$ cat config.mk
export PLATFORM = sky130hd
export DESIGN_NAME = dcache_arbiter
export DESIGN_NICKNAME = d
export VERILOG_FILES = /design/src/design/lsu_pkg.sv /design/src/design/dcache_arbiter.sv
export SDC_FILE = /design/constraint.sdc
export NUM_CORES = 1
export LEC_CHECK = 0
export BUFFER_PORTS_ARGS = -buffer_cell sky130_fd_sc_hd__buf_2
export CORE_AREA = 2 2 96 98
export CTS_CLUSTER_DIAMETER = 200
export DETAILED_ROUTE_END_ITERATION = 10
export DIE_AREA = 0 0 98 100
export GPL_TIMING_DRIVEN = 0
export PLACE_DENSITY = 0.51
export SYNTH_ARGS = -nofsm -noshare
export SYNTH_HDL_FRONTEND = slang
export SYNTH_SLANG_ARGS = --single-unit
$ cat constraint.sdc
create_clock -name clock -period 1 [get_ports clock]
set_clock_uncertainty 0.15 [all_clocks]
set_input_delay 0.05 -clock clock [delete_from_list [all_inputs] [get_ports clock]]
set_output_delay 0.05 -clock clock [all_outputs]
set_load 0.01 [all_outputs]
$ cat src/design/lsu_pkg.sv
`default_nettype none

package lsu_pkg;

  // ========================================
  // sizes
  // ========================================

  // store queue depth and pointer widths
  localparam int SQ_SIZE   = 8;
  localparam int SQ_IDX_W  = 3;
  localparam int SQ_CNT_W  = 4;

  // byte address and rob tag widths
  localparam int ADDR_W    = 12;
  localparam int ROB_IDX_W = 5;

  // 512 doublewords fill the 12-bit byte space
  localparam int MEM_WORDS = 512;

  // ========================================
  // scalar types and enums
  // ========================================

  typedef logic [ADDR_W-1:0]    addr_t;
  typedef logic [ROB_IDX_W-1:0] rob_idx_t;
  // store data sits in the low bytes
  typedef logic [63:0]          mem_block_t;

  typedef enum logic [1:0] {
    size_byte   = 2'd0,
    size_half   = 2'd1,
    size_word   = 2'd2,
    size_double = 2'd3
  } mem_size_e;

  typedef enum logic [0:0] {
    mem_load  = 1'b0,
    mem_store = 1'b1
  } mem_cmd_e;

  typedef enum logic [1:0] {
    load_idle     = 2'd0,
    load_probe    = 2'd1,
    load_wait_mem = 2'd2
  } load_state_e;

  // ========================================
  // structs
  // ========================================

  // one store queue slot, 86 bits
  typedef struct packed {
    logic       valid;
    addr_t      addr;
    mem_size_e  size;
    rob_idx_t   rob_idx;
    logic       data_valid;
    mem_block_t data;
    logic       committed;
  } sq_entry_t;

  // one request on the memory port, 79 bits
  typedef struct packed {
    mem_cmd_e   cmd;
    addr_t      addr;
    mem_size_e  size;
    mem_block_t data;
  } mem_req_t;

  // store-to-load forwarding answer, 78 bits
  typedef struct packed {
    logic       hit;
    logic       pending;
    mem_block_t data;
    addr_t      addr;
  } fwd_resp_t;

  // ========================================
  // size helpers
  // ========================================

  // access length in bytes
  function automatic logic [3:0] size_bytes(mem_size_e sz);
    case (sz)
      size_byte: return 4'd1;
      size_half: return 4'd2;
      size_word: return 4'd4;
      default:   return 4'd8;
    endcase
  endfunction

  // byte enables of an access at lane zero
  function automatic logic [7:0] byte_mask(mem_size_e sz);
    case (sz)
      size_byte: return 8'h01;
      size_half: return 8'h03;
      size_word: return 8'h0f;
      default:   return 8'hff;
    endcase
  endfunction

endpackage

`default_nettype wire

$ cat src/design/dcache_arbiter.sv
`default_nettype none

module dcache_arbiter import lsu_pkg::*; (
  input  wire logic     clock,
  input  wire logic     reset,
  input  wire logic     ld_req_valid_i,
  input  wire mem_req_t ld_req_i,
  input  wire logic     st_req_valid_i,
  input  wire mem_req_t st_req_i,
  output logic          ld_accept_o,
  output logic          st_accept_o,
  output logic          mem_valid_o,
  output mem_req_t      mem_req_o,
  output logic          rd_pending_o
);

  logic rd_pending_q;

  // ========================================
  // fixed priority grant
  // ========================================

  // loads first, store drain takes the idle cycles
  assign ld_accept_o = ld_req_valid_i;
  assign st_accept_o = st_req_valid_i && !ld_req_valid_i;

  assign mem_valid_o = ld_req_valid_i || st_req_valid_i;
  assign mem_req_o   = ld_req_valid_i ? ld_req_i : st_req_i;

  // high in the cycle the read data comes back
  always_ff @(posedge clock) begin
    if (reset) begin
      rd_pending_q <= 1'b0;
    end else begin
      rd_pending_q <= ld_accept_o && (ld_req_i.cmd == mem_load);
    end
  end

  assign rd_pending_o = rd_pending_q;

endmodule

`default_nettype wire

## Yosys cells after proc, flatten, opt, wreduce, memory -nomap -nowiden

Index checks and enable logic that the tools add are counted.

- Word-level logic and storage cells: 7
- Output and inout port bits: 83
- Input port bits: 162
- Register bits after elaboration: 1

- Bitwise logic cells: 1
- Reduce and logical (&&, ||, !) cells: 4
- Multiplexer cells: 1

Operator list:

| kind | number |
|---|---|
| $mux 79 | 1 |
| $logic_and 1x1->1 | 2 |
| $logic_not 1->1 | 1 |
| $logic_or 1x1->1 | 1 |
| $not 1->1 | 1 |

## Depth between registers and ports, before layout

- Word-level depth: 2
- Gate-level depth with buffers: 3
- Mapped depth without buffers: 1

## Least setup slack after synthesis

No wires, ideal clock.

- Kind: input -> output
- From: input port ld_req_valid_i
- To: output port mem_req_o[0] (netlist name)
- Slack: 97 ps
- Stages: 3
- Buffers on the path: 2
- Required time: 800 ps
- Arrival time: 703 ps
- Cell sequence: buf_6 buf_12 mux2_4

RTL lines:

| what | RTL line | text |
|---|---|---|
| start, declared | dcache_arbiter.sv:6 | `input wire logic ld_req_valid_i,` |
| end, declared | dcache_arbiter.sv:13 | `output mem_req_t mem_req_o,` |

==> key figures <==
Run status
  • Run status: finished, violations left
  • Failing checks: setup timing

Timing
  • Least-Margin Pin Slew: between 0.15 and 0.2 ns
  • Setup ws final: -0.00169 ns
  • Final hold vios: 0
  • Max transition margin: 90.0%
  • Final Critical Period: 1.00 ns
  • Tcrit/Tclk final: 100%
  • Max-slew violations: 0
  • RSZ-0062 raised after global routing: yes
  • Setup violators final: 1
  • F_max: between 900 and 1000 MHz

Synth
  • Largest cells by area after synthesis: mux2_4 83%, buf_12 11%, mux2_2 1.6%, dfxtp_1 1.4%, buf_6 0.81%
  • Number of flops mapped to enable cells by yosys: 0
  • Most common cell in the synthesized netlist: mux2_4
  • Yosys cell types: 9
  • Syn nets: ~260
  • Gate Count Post-Synth: 93
  • #FFs+latches synth: 1
  • Async SR Flop Fraction: 0%
  • Syn_area_per_cell: around 15 sq um
  • Seq/Total Area, Yosys: between 1 and 1.5%
  • Post-synth top area share: between 80% and 90%
  • Post-Syn Area: roughly 1400 sq um
  • Post-synth top cells: 77 x mux2_4, 8 x buf_12, 2 x mux2_2
  • Most used DFF post-synth: dfxtp_1
  • Synth warnings: 0
  • Post-synth top area cell: mux2_4

Floorplan
  • # IOs: 245
  • Die Span X: between 90 and 100 microns
  • # rows: 35
  • Die Area: just under 10000 sq um
  • Chip height: ~100 microns
  • Initial cell density of the core: around 16%
  • Area of the core: slightly below 9000 sq um

Drt
  • Drt drc: 0
  • WL final: approximately 5800 microns
  • Post-route ant nets: 0
  • Initial DRC Count: 16
  • Vias per inst: just under 4
  • DRT Pass-1 Iters: 4
  • Drt wl/cell: 12.8 microns
  • Via count: 1756

Finish
  • P&R area growth vs syn: 141%
  • Max reg flops: 1
  • Finished Cell Area: about 3400 sq um
  • Layout cells sized above 1: about 99%
  • Diode count: 0
  • Register cell area after layout: ~20 sq um
  • Final Net Count: approximately 500
  • Area of the multi-input gates: roughly 1200 sq um
  • Layout Cells excl Fill: 453
  • Filler cells: 898

Worst hold path
  • Hold endpoint: rd_pending_o
  • Hold wc startpoint: reset
  • Worst Hold Path Cells: 2
  • Hold Crit Class: in2reg

Critical path
  • WS Path Type: in2out
  • Critical Path RT: about 0.80 ns
  • CP Launch Type: input pin
  • CP arrival: ~0.80 ns
  • CP endpoint kind: output pin
  • Crit Path Max Fanout: 7

Placed design
  • Gpl congestion: ~0.72
  • I/O Buffers: around 240
  • Placed insts: approximately 450
  • DP HPWL: roughly 4700 microns
  • Area after DPL: roughly 2800 sq um

Global routing
  • Total track usage: under 10%
  • First-pass GRT wire length: around 7800 microns
  • Vias in the first global route: 1725
  • Largest net degree at the start of global routing: 11
  • GRT overflow: 0
  • Initial antenna violation count: 0

CTS
  • Clk slew on worst S/H paths: 0 ns
  • Hold-fix buffers at CTS: 0
  • Post-CTS Repair Setup Buffers: 0

Power and ir drop
  • Leak: approximately 1.9 nW
  • Power per cell area: approximately 500 nW/um^2
  • Peak VDD IR: approximately 0.23 mV

Flow run
  • Max_cap viols: 0
-- area by class of cell --
type / count / share of cell area (%)
timing repair buffer: 249 / 53.8
multi-input combinational: 82 / 35.6
buffer: 10 / 5.80
tap: 111 / 4.13
sequential: 1 / 0.595
-- per-stage QoR --
step           TNS (ns)  hold WS, ns  utilization, %  power (mW)  setup slack [ns]
2_1_floorplan         0      -0.0249               -       0.772            0.0968
3_3_place_gp      -7.10       0.0637            31.0        1.35            -0.109
3_5_place_dp      -7.65       0.0643            31.0        1.36            -0.116
4_1_cts          -0.167       0.0667            35.8        1.66           -0.0200
5_1_grt         -0.0796       0.0762            37.8        1.83           -0.0148
6_report       -0.00169       0.0668            37.8        1.73          -0.00169
-- critical path, cell delays in order --
cell       delay (ns)
clkbuf_16        0.16
clkbuf_16        0.17
mux2_4           0.30
buf_6            0.12
-- placed cells by master (no fill, tap or decap), drive strengths merged --
| cell | n |
|---|---|
| buf | 253 |
| mux2 | 79 |
| clkbuf | 6 |
| nor2b | 1 |
| or2 | 1 |
| nor3b | 1 |
| dfxtp | 1 |
-- cell families after synthesis --
| group | count (synthesis) | share of synthesized area [%] |
|---|---|---|
| simple gates | 3 | 1.43 |
| buf+inv | 10 | 12.8 |
| mux | 79 | 84.3 |
| flops | 1 | 1.43 |
-- where the power goes --
group	leakage, nW	switching, mW	internal [mW]	total [mW]
clock	0	0	0	0
combinational	1.92	0.553	1.13	1.69
sequential	0.00822	0.000261	0.0423	0.0426
-- routing by layer --
layer  routed length (microns)  GRT usage [%]  vias up
li1                          -              -      850
met1                      2010           9.80      779
met2                      3210           19.3      125
met3                       577           2.02        2
met4                        18          0.321        0
met5                         0              0        -
-- repair_timing --
item	CTS	global route
endpoints found under the setup margin	79	77
gates cloned	0	6
resized for setup	69	6
hold endpoints to repair	0	0
-- how the worst max path moves through the flow --
| stage | start | to | slack, ns | cells past startpoint |
|---|---|---|---|---|
| floorplan | ld_req_valid_i | mem_req_o[0] | 0.1 | 3 |
| global placement | ld_req_valid_i | mem_req_o[24] | -0.11 | 4 |
| detailed placement | ld_req_valid_i | mem_req_o[24] | -0.12 | 4 |
| CTS | ld_req_valid_i | mem_req_o[23] | -0.02 | 4 |
| global route | ld_req_valid_i | mem_req_o[27] | -0.01 | 4 |
| finish | ld_req_valid_i | mem_req_o[27] | -0.002 | 4 |
(Power assumes the default switching activity.)
