[config.mk]
export PLATFORM = sky130hd
export DESIGN_NAME = load_unit
export DESIGN_NICKNAME = d
export VERILOG_FILES = /design/src/design/lsu_pkg.sv /design/src/design/load_unit.sv
export SDC_FILE = /design/constraint.sdc
export NUM_CORES = 1
export LEC_CHECK = 0
export ABC_AREA = 1
export BUFFER_PORTS_ARGS = -buffer_cell sky130_fd_sc_hd__buf_4
export CAP_MARGIN = 15
export CORE_MARGIN = 2
export CORE_UTILIZATION = 50
export DETAILED_ROUTE_END_ITERATION = 6
export GPL_TIMING_DRIVEN = 0
export PLACE_DENSITY = 0.82
export SLEW_MARGIN = 10
export SYNTH_ARGS = -nofsm -noshare
export SYNTH_HDL_FRONTEND = slang
export SYNTH_SLANG_ARGS = --single-unit
[constraint.sdc]
create_clock -name clock -period 6.2 [get_ports clock]
set_clock_uncertainty 0.1 [all_clocks]
set_input_delay 0.62 -clock clock [delete_from_list [all_inputs] [get_ports clock]]
set_output_delay 0.62 -clock clock [all_outputs]
set_load 0.02 [all_outputs]
[src/design/lsu_pkg.sv]
`default_nettype none

package lsu_pkg;

  // ========================================
  // sizes
  // ========================================

  // store queue depth and pointer widths
  localparam int SQ_SIZE   = 8;
  localparam int SQ_IDX_W  = 3;
  localparam int SQ_CNT_W  = 4;

  // byte address and rob tag widths
  localparam int ADDR_W    = 12;
  localparam int ROB_IDX_W = 5;

  // 512 doublewords fill the 12-bit byte space
  localparam int MEM_WORDS = 512;

  // ========================================
  // scalar types and enums
  // ========================================

  typedef logic [ADDR_W-1:0]    addr_t;
  typedef logic [ROB_IDX_W-1:0] rob_idx_t;
  // store data sits in the low bytes
  typedef logic [63:0]          mem_block_t;

  typedef enum logic [1:0] {
    size_byte   = 2'd0,
    size_half   = 2'd1,
    size_word   = 2'd2,
    size_double = 2'd3
  } mem_size_e;

  typedef enum logic [0:0] {
    mem_load  = 1'b0,
    mem_store = 1'b1
  } mem_cmd_e;

  typedef enum logic [1:0] {
    load_idle     = 2'd0,
    load_probe    = 2'd1,
    load_wait_mem = 2'd2
  } load_state_e;

  // ========================================
  // structs
  // ========================================

  // one store queue slot, 86 bits
  typedef struct packed {
    logic       valid;
    addr_t      addr;
    mem_size_e  size;
    rob_idx_t   rob_idx;
    logic       data_valid;
    mem_block_t data;
    logic       committed;
  } sq_entry_t;

  // one request on the memory port, 79 bits
  typedef struct packed {
    mem_cmd_e   cmd;
    addr_t      addr;
    mem_size_e  size;
    mem_block_t data;
  } mem_req_t;

  // store-to-load forwarding answer, 78 bits
  typedef struct packed {
    logic       hit;
    logic       pending;
    mem_block_t data;
    addr_t      addr;
  } fwd_resp_t;

  // ========================================
  // size helpers
  // ========================================

  // access length in bytes
  function automatic logic [3:0] size_bytes(mem_size_e sz);
    case (sz)
      size_byte: return 4'd1;
      size_half: return 4'd2;
      size_word: return 4'd4;
      default:   return 4'd8;
    endcase
  endfunction

  // byte enables of an access at lane zero
  function automatic logic [7:0] byte_mask(mem_size_e sz);
    case (sz)
      size_byte: return 8'h01;
      size_half: return 8'h03;
      size_word: return 8'h0f;
      default:   return 8'hff;
    endcase
  endfunction

endpackage

`default_nettype wire

[src/design/load_unit.sv]
`default_nettype none

module load_unit import lsu_pkg::*; (
  input  wire logic       clock,
  input  wire logic       reset,
  input  wire logic       load_req_i,
  input  wire addr_t      load_addr_i,
  input  wire mem_size_e  load_size_i,
  input  wire fwd_resp_t  fwd_i,
  input  wire logic       ld_req_accept_i,
  input  wire mem_block_t mem_rdata_i,
  output logic            load_busy_o,
  output logic            load_done_o,
  output mem_block_t      load_data_o,
  output addr_t           probe_addr_o,
  output mem_size_e       probe_size_o,
  output logic            ld_req_valid_o,
  output mem_req_t        ld_req_o
);

  load_state_e state_q;
  addr_t       addr_q;
  mem_size_e   size_q;
  logic        done_q;
  mem_block_t  data_q;
  logic [2:0]  fwd_off;

  // shift the addressed bytes down, keep only the access width
  function automatic mem_block_t align_bytes(mem_block_t raw, logic [2:0] off, mem_size_e sz);
    mem_block_t shifted;
    mem_block_t keep;
    logic [7:0] be;
    shifted = raw >> {off, 3'b000};
    be      = byte_mask(sz);
    for (int i = 0; i < 8; i++) begin
      keep[i*8 +: 8] = {8{be[i]}};
    end
    return shifted & keep;
  endfunction

  // load byte position inside the forwarding store
  assign fwd_off = addr_q[2:0] - fwd_i.addr[2:0];

  assign load_busy_o  = (state_q != load_idle);
  assign load_done_o  = done_q;
  assign load_data_o  = data_q;
  assign probe_addr_o = addr_q;
  assign probe_size_o = size_q;

  // memory read only once the queue reports no overlap
  assign ld_req_valid_o = (state_q == load_probe) && !fwd_i.hit && !fwd_i.pending;
  assign ld_req_o.cmd   = mem_load;
  assign ld_req_o.addr  = addr_q;
  assign ld_req_o.size  = size_q;
  assign ld_req_o.data  = '0;

  always_ff @(posedge clock) begin
    if (reset) begin
      state_q <= load_idle;
      done_q  <= 1'b0;
    end else begin
      // done is a single-cycle pulse
      done_q <= 1'b0;
      case (state_q)
        load_idle: begin
          if (load_req_i) begin
            addr_q  <= load_addr_i;
            size_q  <= load_size_i;
            state_q <= load_probe;
          end
        end
        load_probe: begin
          if (fwd_i.hit) begin
            data_q  <= align_bytes(fwd_i.data, fwd_off, size_q);
            done_q  <= 1'b1;
            state_q <= load_idle;
          end else if (ld_req_valid_o && ld_req_accept_i) begin
            state_q <= load_wait_mem;
          end
          // pending answer keeps probing
        end
        load_wait_mem: begin
          // read data arrives the cycle after the accept
          data_q  <= align_bytes(mem_rdata_i, addr_q[2:0], size_q);
          done_q  <= 1'b1;
          state_q <= load_idle;
        end
        default: state_q <= load_idle;
      endcase
    end
  end

endmodule

`default_nettype wire

== Word-level counts from Yosys, hierarchy flattened ==
Cells that the tools add are included.
W data, S select, Z words.

* Equality and inequality tests: 7
* Bitwise operators: 3
* Add/sub/neg operators: 1
* Reductions and logical operators: 12
* Shifts and indexed selects: 2
* Muxes and demuxes: 14

{| class="wikitable"
|+ Operator list
! kind !! number
|-
| $and A64 B64 Y64 || 2
|-
| $pmux W64 S2 || 1
|-
| $shr A64 B6 Y64 || 2
|-
| $mux W64 || 1
|-
| $mux W8 || 5
|-
| $pmux W8 S3 || 1
|-
| $mux W2 || 3
|-
| $reduce_and A3 Y1 || 2
|-
| $eq A2 B1 Y1 const B || 2
|-
| $eq A2 B2 Y1 const B || 2
|-
| $logic_not A2 Y1 || 2
|-
| $ne A2 B2 Y1 const B || 2
|-
| $pmux W2 S2 || 1
|-
| $reduce_bool A2 Y1 || 2
|-
| $logic_and A1 B1 Y1 || 3
|-
| $ne A3 B2 Y1 const B || 1
|-
| $sub A3 B3 Y3 || 1
|-
| $logic_not A1 Y1 || 2
|-
| $pmux W1 S2 || 1
|-
| $reduce_and A2 Y1 || 1
|-
| $mux W1 || 1
|-
| $not A1 Y1 || 1
|}

* Input bits: 160
* Flip-flop bits (word level): 81
* Output and inout port bits: 160
* Word-level logic and storage cells: 44

== Logic depth before layout (Yosys ltp) ==
* Word-level depth: 8
* Mapped depth: 15
* Mapped depth without buffers: 11

== Least setup slack after synthesis ==
OpenSTA, ideal clock, no wires.

* Kind: register to register
* Start point: reg state_q[0]
* End point: reg data_q[0] (netlist: load_data_o[0]) (enable)
* Data arrival time: 4.170 ns
* Buffers on the path: 2
* Library setup time: 0.508 ns
* Clock period less this slack: 4.778 ns
* Slack: 1.422 ns
* Cell stages (with the launch flop): 7
* Required time: 5.592 ns
* Cells stage by stage: dfxtp_1 > inv_1 > ha_1 > buf_2 > clkbuf_1 > nand2_1 > a21oi_1

* Cells in the longest elaborated chain, start to end: 3
* Elaborated cells on any way between the ends: 5
* Classes of those cells: eq/ne (3); reduce/logical (2)

{| class="wikitable"
|+ RTL lines
! element !! line !! text
|-
| start: declaration || load_unit.sv:21 || <nowiki>load_state_e state_q;</nowiki>
|-
| start signal: assignment || load_unit.sv:59 || <nowiki>state_q <= load_idle;</nowiki>
|-
| start signal: assignment || load_unit.sv:69 || <nowiki>state_q <= load_probe;</nowiki>
|-
| start signal: assignment || load_unit.sv:76 || <nowiki>state_q <= load_idle;</nowiki>
|-
| $eq A2 B1 Y1 or $eq A2 B2 Y1 (tied branches) || load_unit.sv:64 || <nowiki>case (state_q)</nowiki>
|-
| $ne A2 B2 Y1 (no source line) or $reduce_bool A2 Y1 (tied branches) || - ||
|-
| $reduce_and A3 Y1 (no source line) * || - ||
|-
| end signal: assignment || load_unit.sv:74 || <nowiki>data_q <= align_bytes(fwd_i.data, fwd_off, size_q);</nowiki>
|-
| end signal: assignment || load_unit.sv:84 || <nowiki>data_q <= align_bytes(mem_rdata_i, addr_q[2:0], size_q);</nowiki>
|-
| end: declaration || load_unit.sv:25 || <nowiki>mem_block_t data_q;</nowiki>
|}

Every way passes the cells marked *; elsewhere a longest branch is shown, timed or not.
A chain may end at the register's enable or synchronous reset.

== Worst setup path after layout ==
* Start point: reg addr_q[1] (netlist: probe_addr_o[1])
* End point: reg data_q[12] (netlist: load_data_o[12]), data pin

* Cells in the longest elaborated chain, start to end: 5
* Elaborated cells on any way between the ends: 7
* Classes of those cells: add/sub (1); shift (2); mux (2); bitwise (2)

{| class="wikitable"
|+ RTL lines
! element !! line !! text
|-
| start: declaration || load_unit.sv:22 || <nowiki>addr_t addr_q;</nowiki>
|-
| start signal: assignment || load_unit.sv:67 || <nowiki>addr_q <= load_addr_i;</nowiki>
|-
| $sub A3 B3 Y3 || load_unit.sv:42 || <nowiki>assign fwd_off = addr_q[2:0] - fwd_i.addr[2:0];</nowiki>
|-
| $shr A64 B6 Y64 || load_unit.sv:33 || <nowiki>shifted = raw >> {off, 3'b000};</nowiki>
|-
| $and A64 B64 Y64 || load_unit.sv:38 || <nowiki>return shifted & keep;</nowiki>
|-
| $mux W64 || load_unit.sv:73 || <nowiki>if (fwd_i.hit) begin</nowiki>
|-
| $pmux W64 S2 * || load_unit.sv:64 ||
|}

Every way passes the cells marked *; elsewhere a longest branch is shown, timed or not. The select of a mux whose other input is x is not followed.

==> out/results.tsv <==
metric	value	unit
PnR worst setup slack	2.84	ns
Initial DRC Count	1532	
Synth Cell Area	7710	um2
Finished Core Util	68.7	%
# rows	45	
# Max-Cap Violations	0	
outcome	finished with violations	
hold path start	load_size_i[0]	
Syn Inst Count	1231	
Die Y	128	um
Remaining DRCs	6	
Reg clk slew, reported paths	0.07	ns
first-pass GRT wire length	48.4	mm
DRT Pass-1 Iters	7	
clk_lat worst skew	0.36	ns
clock buffer depth	2	
Max FO, Critical Path	10	
GP Congestion	0.987	
hold_buf cts	0	
critical path type	reg2reg	
Area contributors post-synth	edfxtp_1, nand2_1, nand3_1, buf_4, o21ai_0	
core footprint	15100	um2
PostCTS Resize Cnt	0	
via/cell ratio	5.72	
pre-CTS WS	3.00	ns
Leak	5.36	nW
vias in the first global route	9261	
total CTS buffers	9	
Critical Path AT	3.43	ns
Clock H-tree levels	3	
initial antenna violation count	3	
CP startpoint kind	flip-flop	
Peak VDD IR	165	uV
unrepaired setup endpoints after global routing	no	
WL/cell	19.1	um
Die Wd	128	um
Worst-Margin Slew	0.770	ns
dpl hpwl	26.8	mm
cell taking the most area after synthesis	edfxtp_1	
Power Density	224	nW/um2
sequential element share of the synthesized area	31.2	%
CP startpoint	probe_addr_o[1]	
DRT antenna net count	0	
Synth top area share	30.4	%
max_slew headroom	48.6	%
fin crit period	3.36	ns
Crit path required time	6.27	ns
fin. max-slew vios	0	
Final Hold Viols	0	
Port Buf Inserts	245	
Root Buffer	clkbuf_16	
Ys Warns	0	
violated checks	design-rule violations	
Hold Crit Class	in2reg	
final setup violation count	0	
fraction of layout cells with a size suffix above 1	26.5	%
Avg Cell Area, Syn	6.26	um2
Synth Register Bits	81	
GRT Total Usage	39.1	%
starting density of the core	50.9	%
fmax	297	MHz
CTS tree	done	
Reg2Reg Launch Point	probe_addr_o[1]	
fin crit share	54.3	%
pin count of the biggest net entering global routing	31	
I/O pin total	320	
Crit. End Element	flip-flop	
sum of negative setup slack	0	ns
grt ovf	0	
Pwr Total	0.00233	W
Antenna diodes	0	
routed wire length	33.3	mm
DR vias	9980	
die area	16400	um2
final net count	1720	
Synth cell types	24	
area growth from synthesis to layout	34.9	%
post-CTS setup buffer count	0	
clock sinks	81	
[final timing paths]
check | slack, ns | cells past startpoint | endpoint
min reg2reg | 0.44 | 2 | state_q[1]
max | 2.84 | 13 | load_data_o[12]
max reg2reg | 2.84 | 13 | load_data_o[12]
min | 0.33 | 1 | probe_size_o[0]
[state kept, by name, summed over array words and instances, names as in the netlist]
| name | count |
|---|---|
| probe_addr_o | 12 |
| load_done_o | 1 |
| load_data_o | 64 |
| probe_size_o | 2 |
| state_q | 2 |
[power breakdown]
group | internal, W | total [W] | switching [W]
Sequential | 0.000671 | 0.000691 | 0.0000206
Combinational | 0.000361 | 0.00104 | 0.000683
Clock | 0.000349 | 0.000591 | 0.000241
[per-layer routing]
layer,track usage [%],vias to the layer above,share of wire (%)
met5,0,-,0.036
met4,13.3,2,3.6
met3,11.2,127,13
met2,64.5,775,46
met1,49.3,4532,37
li1,-,4544,-
[metrics by stage]
step | area, um2 | std cells | hold WS [ns]
final | 10400 | 1745 | 0.332
after global routing | 10400 | 1745 | 0.337
after CTS | 10400 | 1745 | 0.336
after detailed placement | 10100 | 1731 | 0.428
after global placement | 10000 | 1728 | 0.423
after floorplan | 7950 | 1295 | 0.397
[cell families after synthesis]
logic type,Yosys count,synth area share (%)
simple gates,784,42.2
other cells,1,0.0486
fa+ha+maj,6,1.07
compound gates,134,9.19
flops,81,31.2
buf+inv,225,16.4
[cells in the mapped netlist, drive strengths merged]
master / number
nand2: 501
nand3: 202
buf: 150
edfxtp: 78
o21ai: 69
nor2: 62
inv: 58
a21oi: 50
clkbuf: 17
nand4: 15
o211ai: 15
ha: 5
dfxtp: 3
nor3: 3
conb: 1
fa: 1
or2: 1
[critical path, cell delays in order, from the launching register on]
cell      delay [ns]
edfxtp_1        0.41
buf_4           0.19
inv_2           0.14
buf_2           0.29
buf_4           0.26
fa_1            0.46
inv_2           0.17
buf_1           0.44
nand3_1         0.12
nand2_1         0.19
nand2_1         0.07
nand2_1         0.07
nor2_1          0.05
nor2_1          0.22
[placed cells by master (no fill, tap or decap), drive strengths merged, types with 2 or more instances in the layout]
cell / instances
o21ai: 69
ha: 5
edfxtp: 78
dfxtp: 3
nand2: 501
nor3: 3
inv: 58
nor2: 62
o211ai: 15
a21oi: 50
clkinv: 3
bufinv: 2
nand3: 202
buf: 398
nand4: 15
clkbuf: 26
conb: 65
[area by class of cell]
| cell class | instances | area [um2] |
|---|---|---|
| plain buffers | 167 | 1040 |
| inverters | 58 | 218 |
| repair buffers | 248 | 1890 |
| flip-flops and latches | 81 | 2400 |
| multi-input cells | 989 | 4300 |
| clock buffers | 9 | 225 |
| fillers | 1372 | 4740 |
| clock inverters | 5 | 82.6 |
| well taps | 188 | 235 |
(Power assumes the default switching activity.)
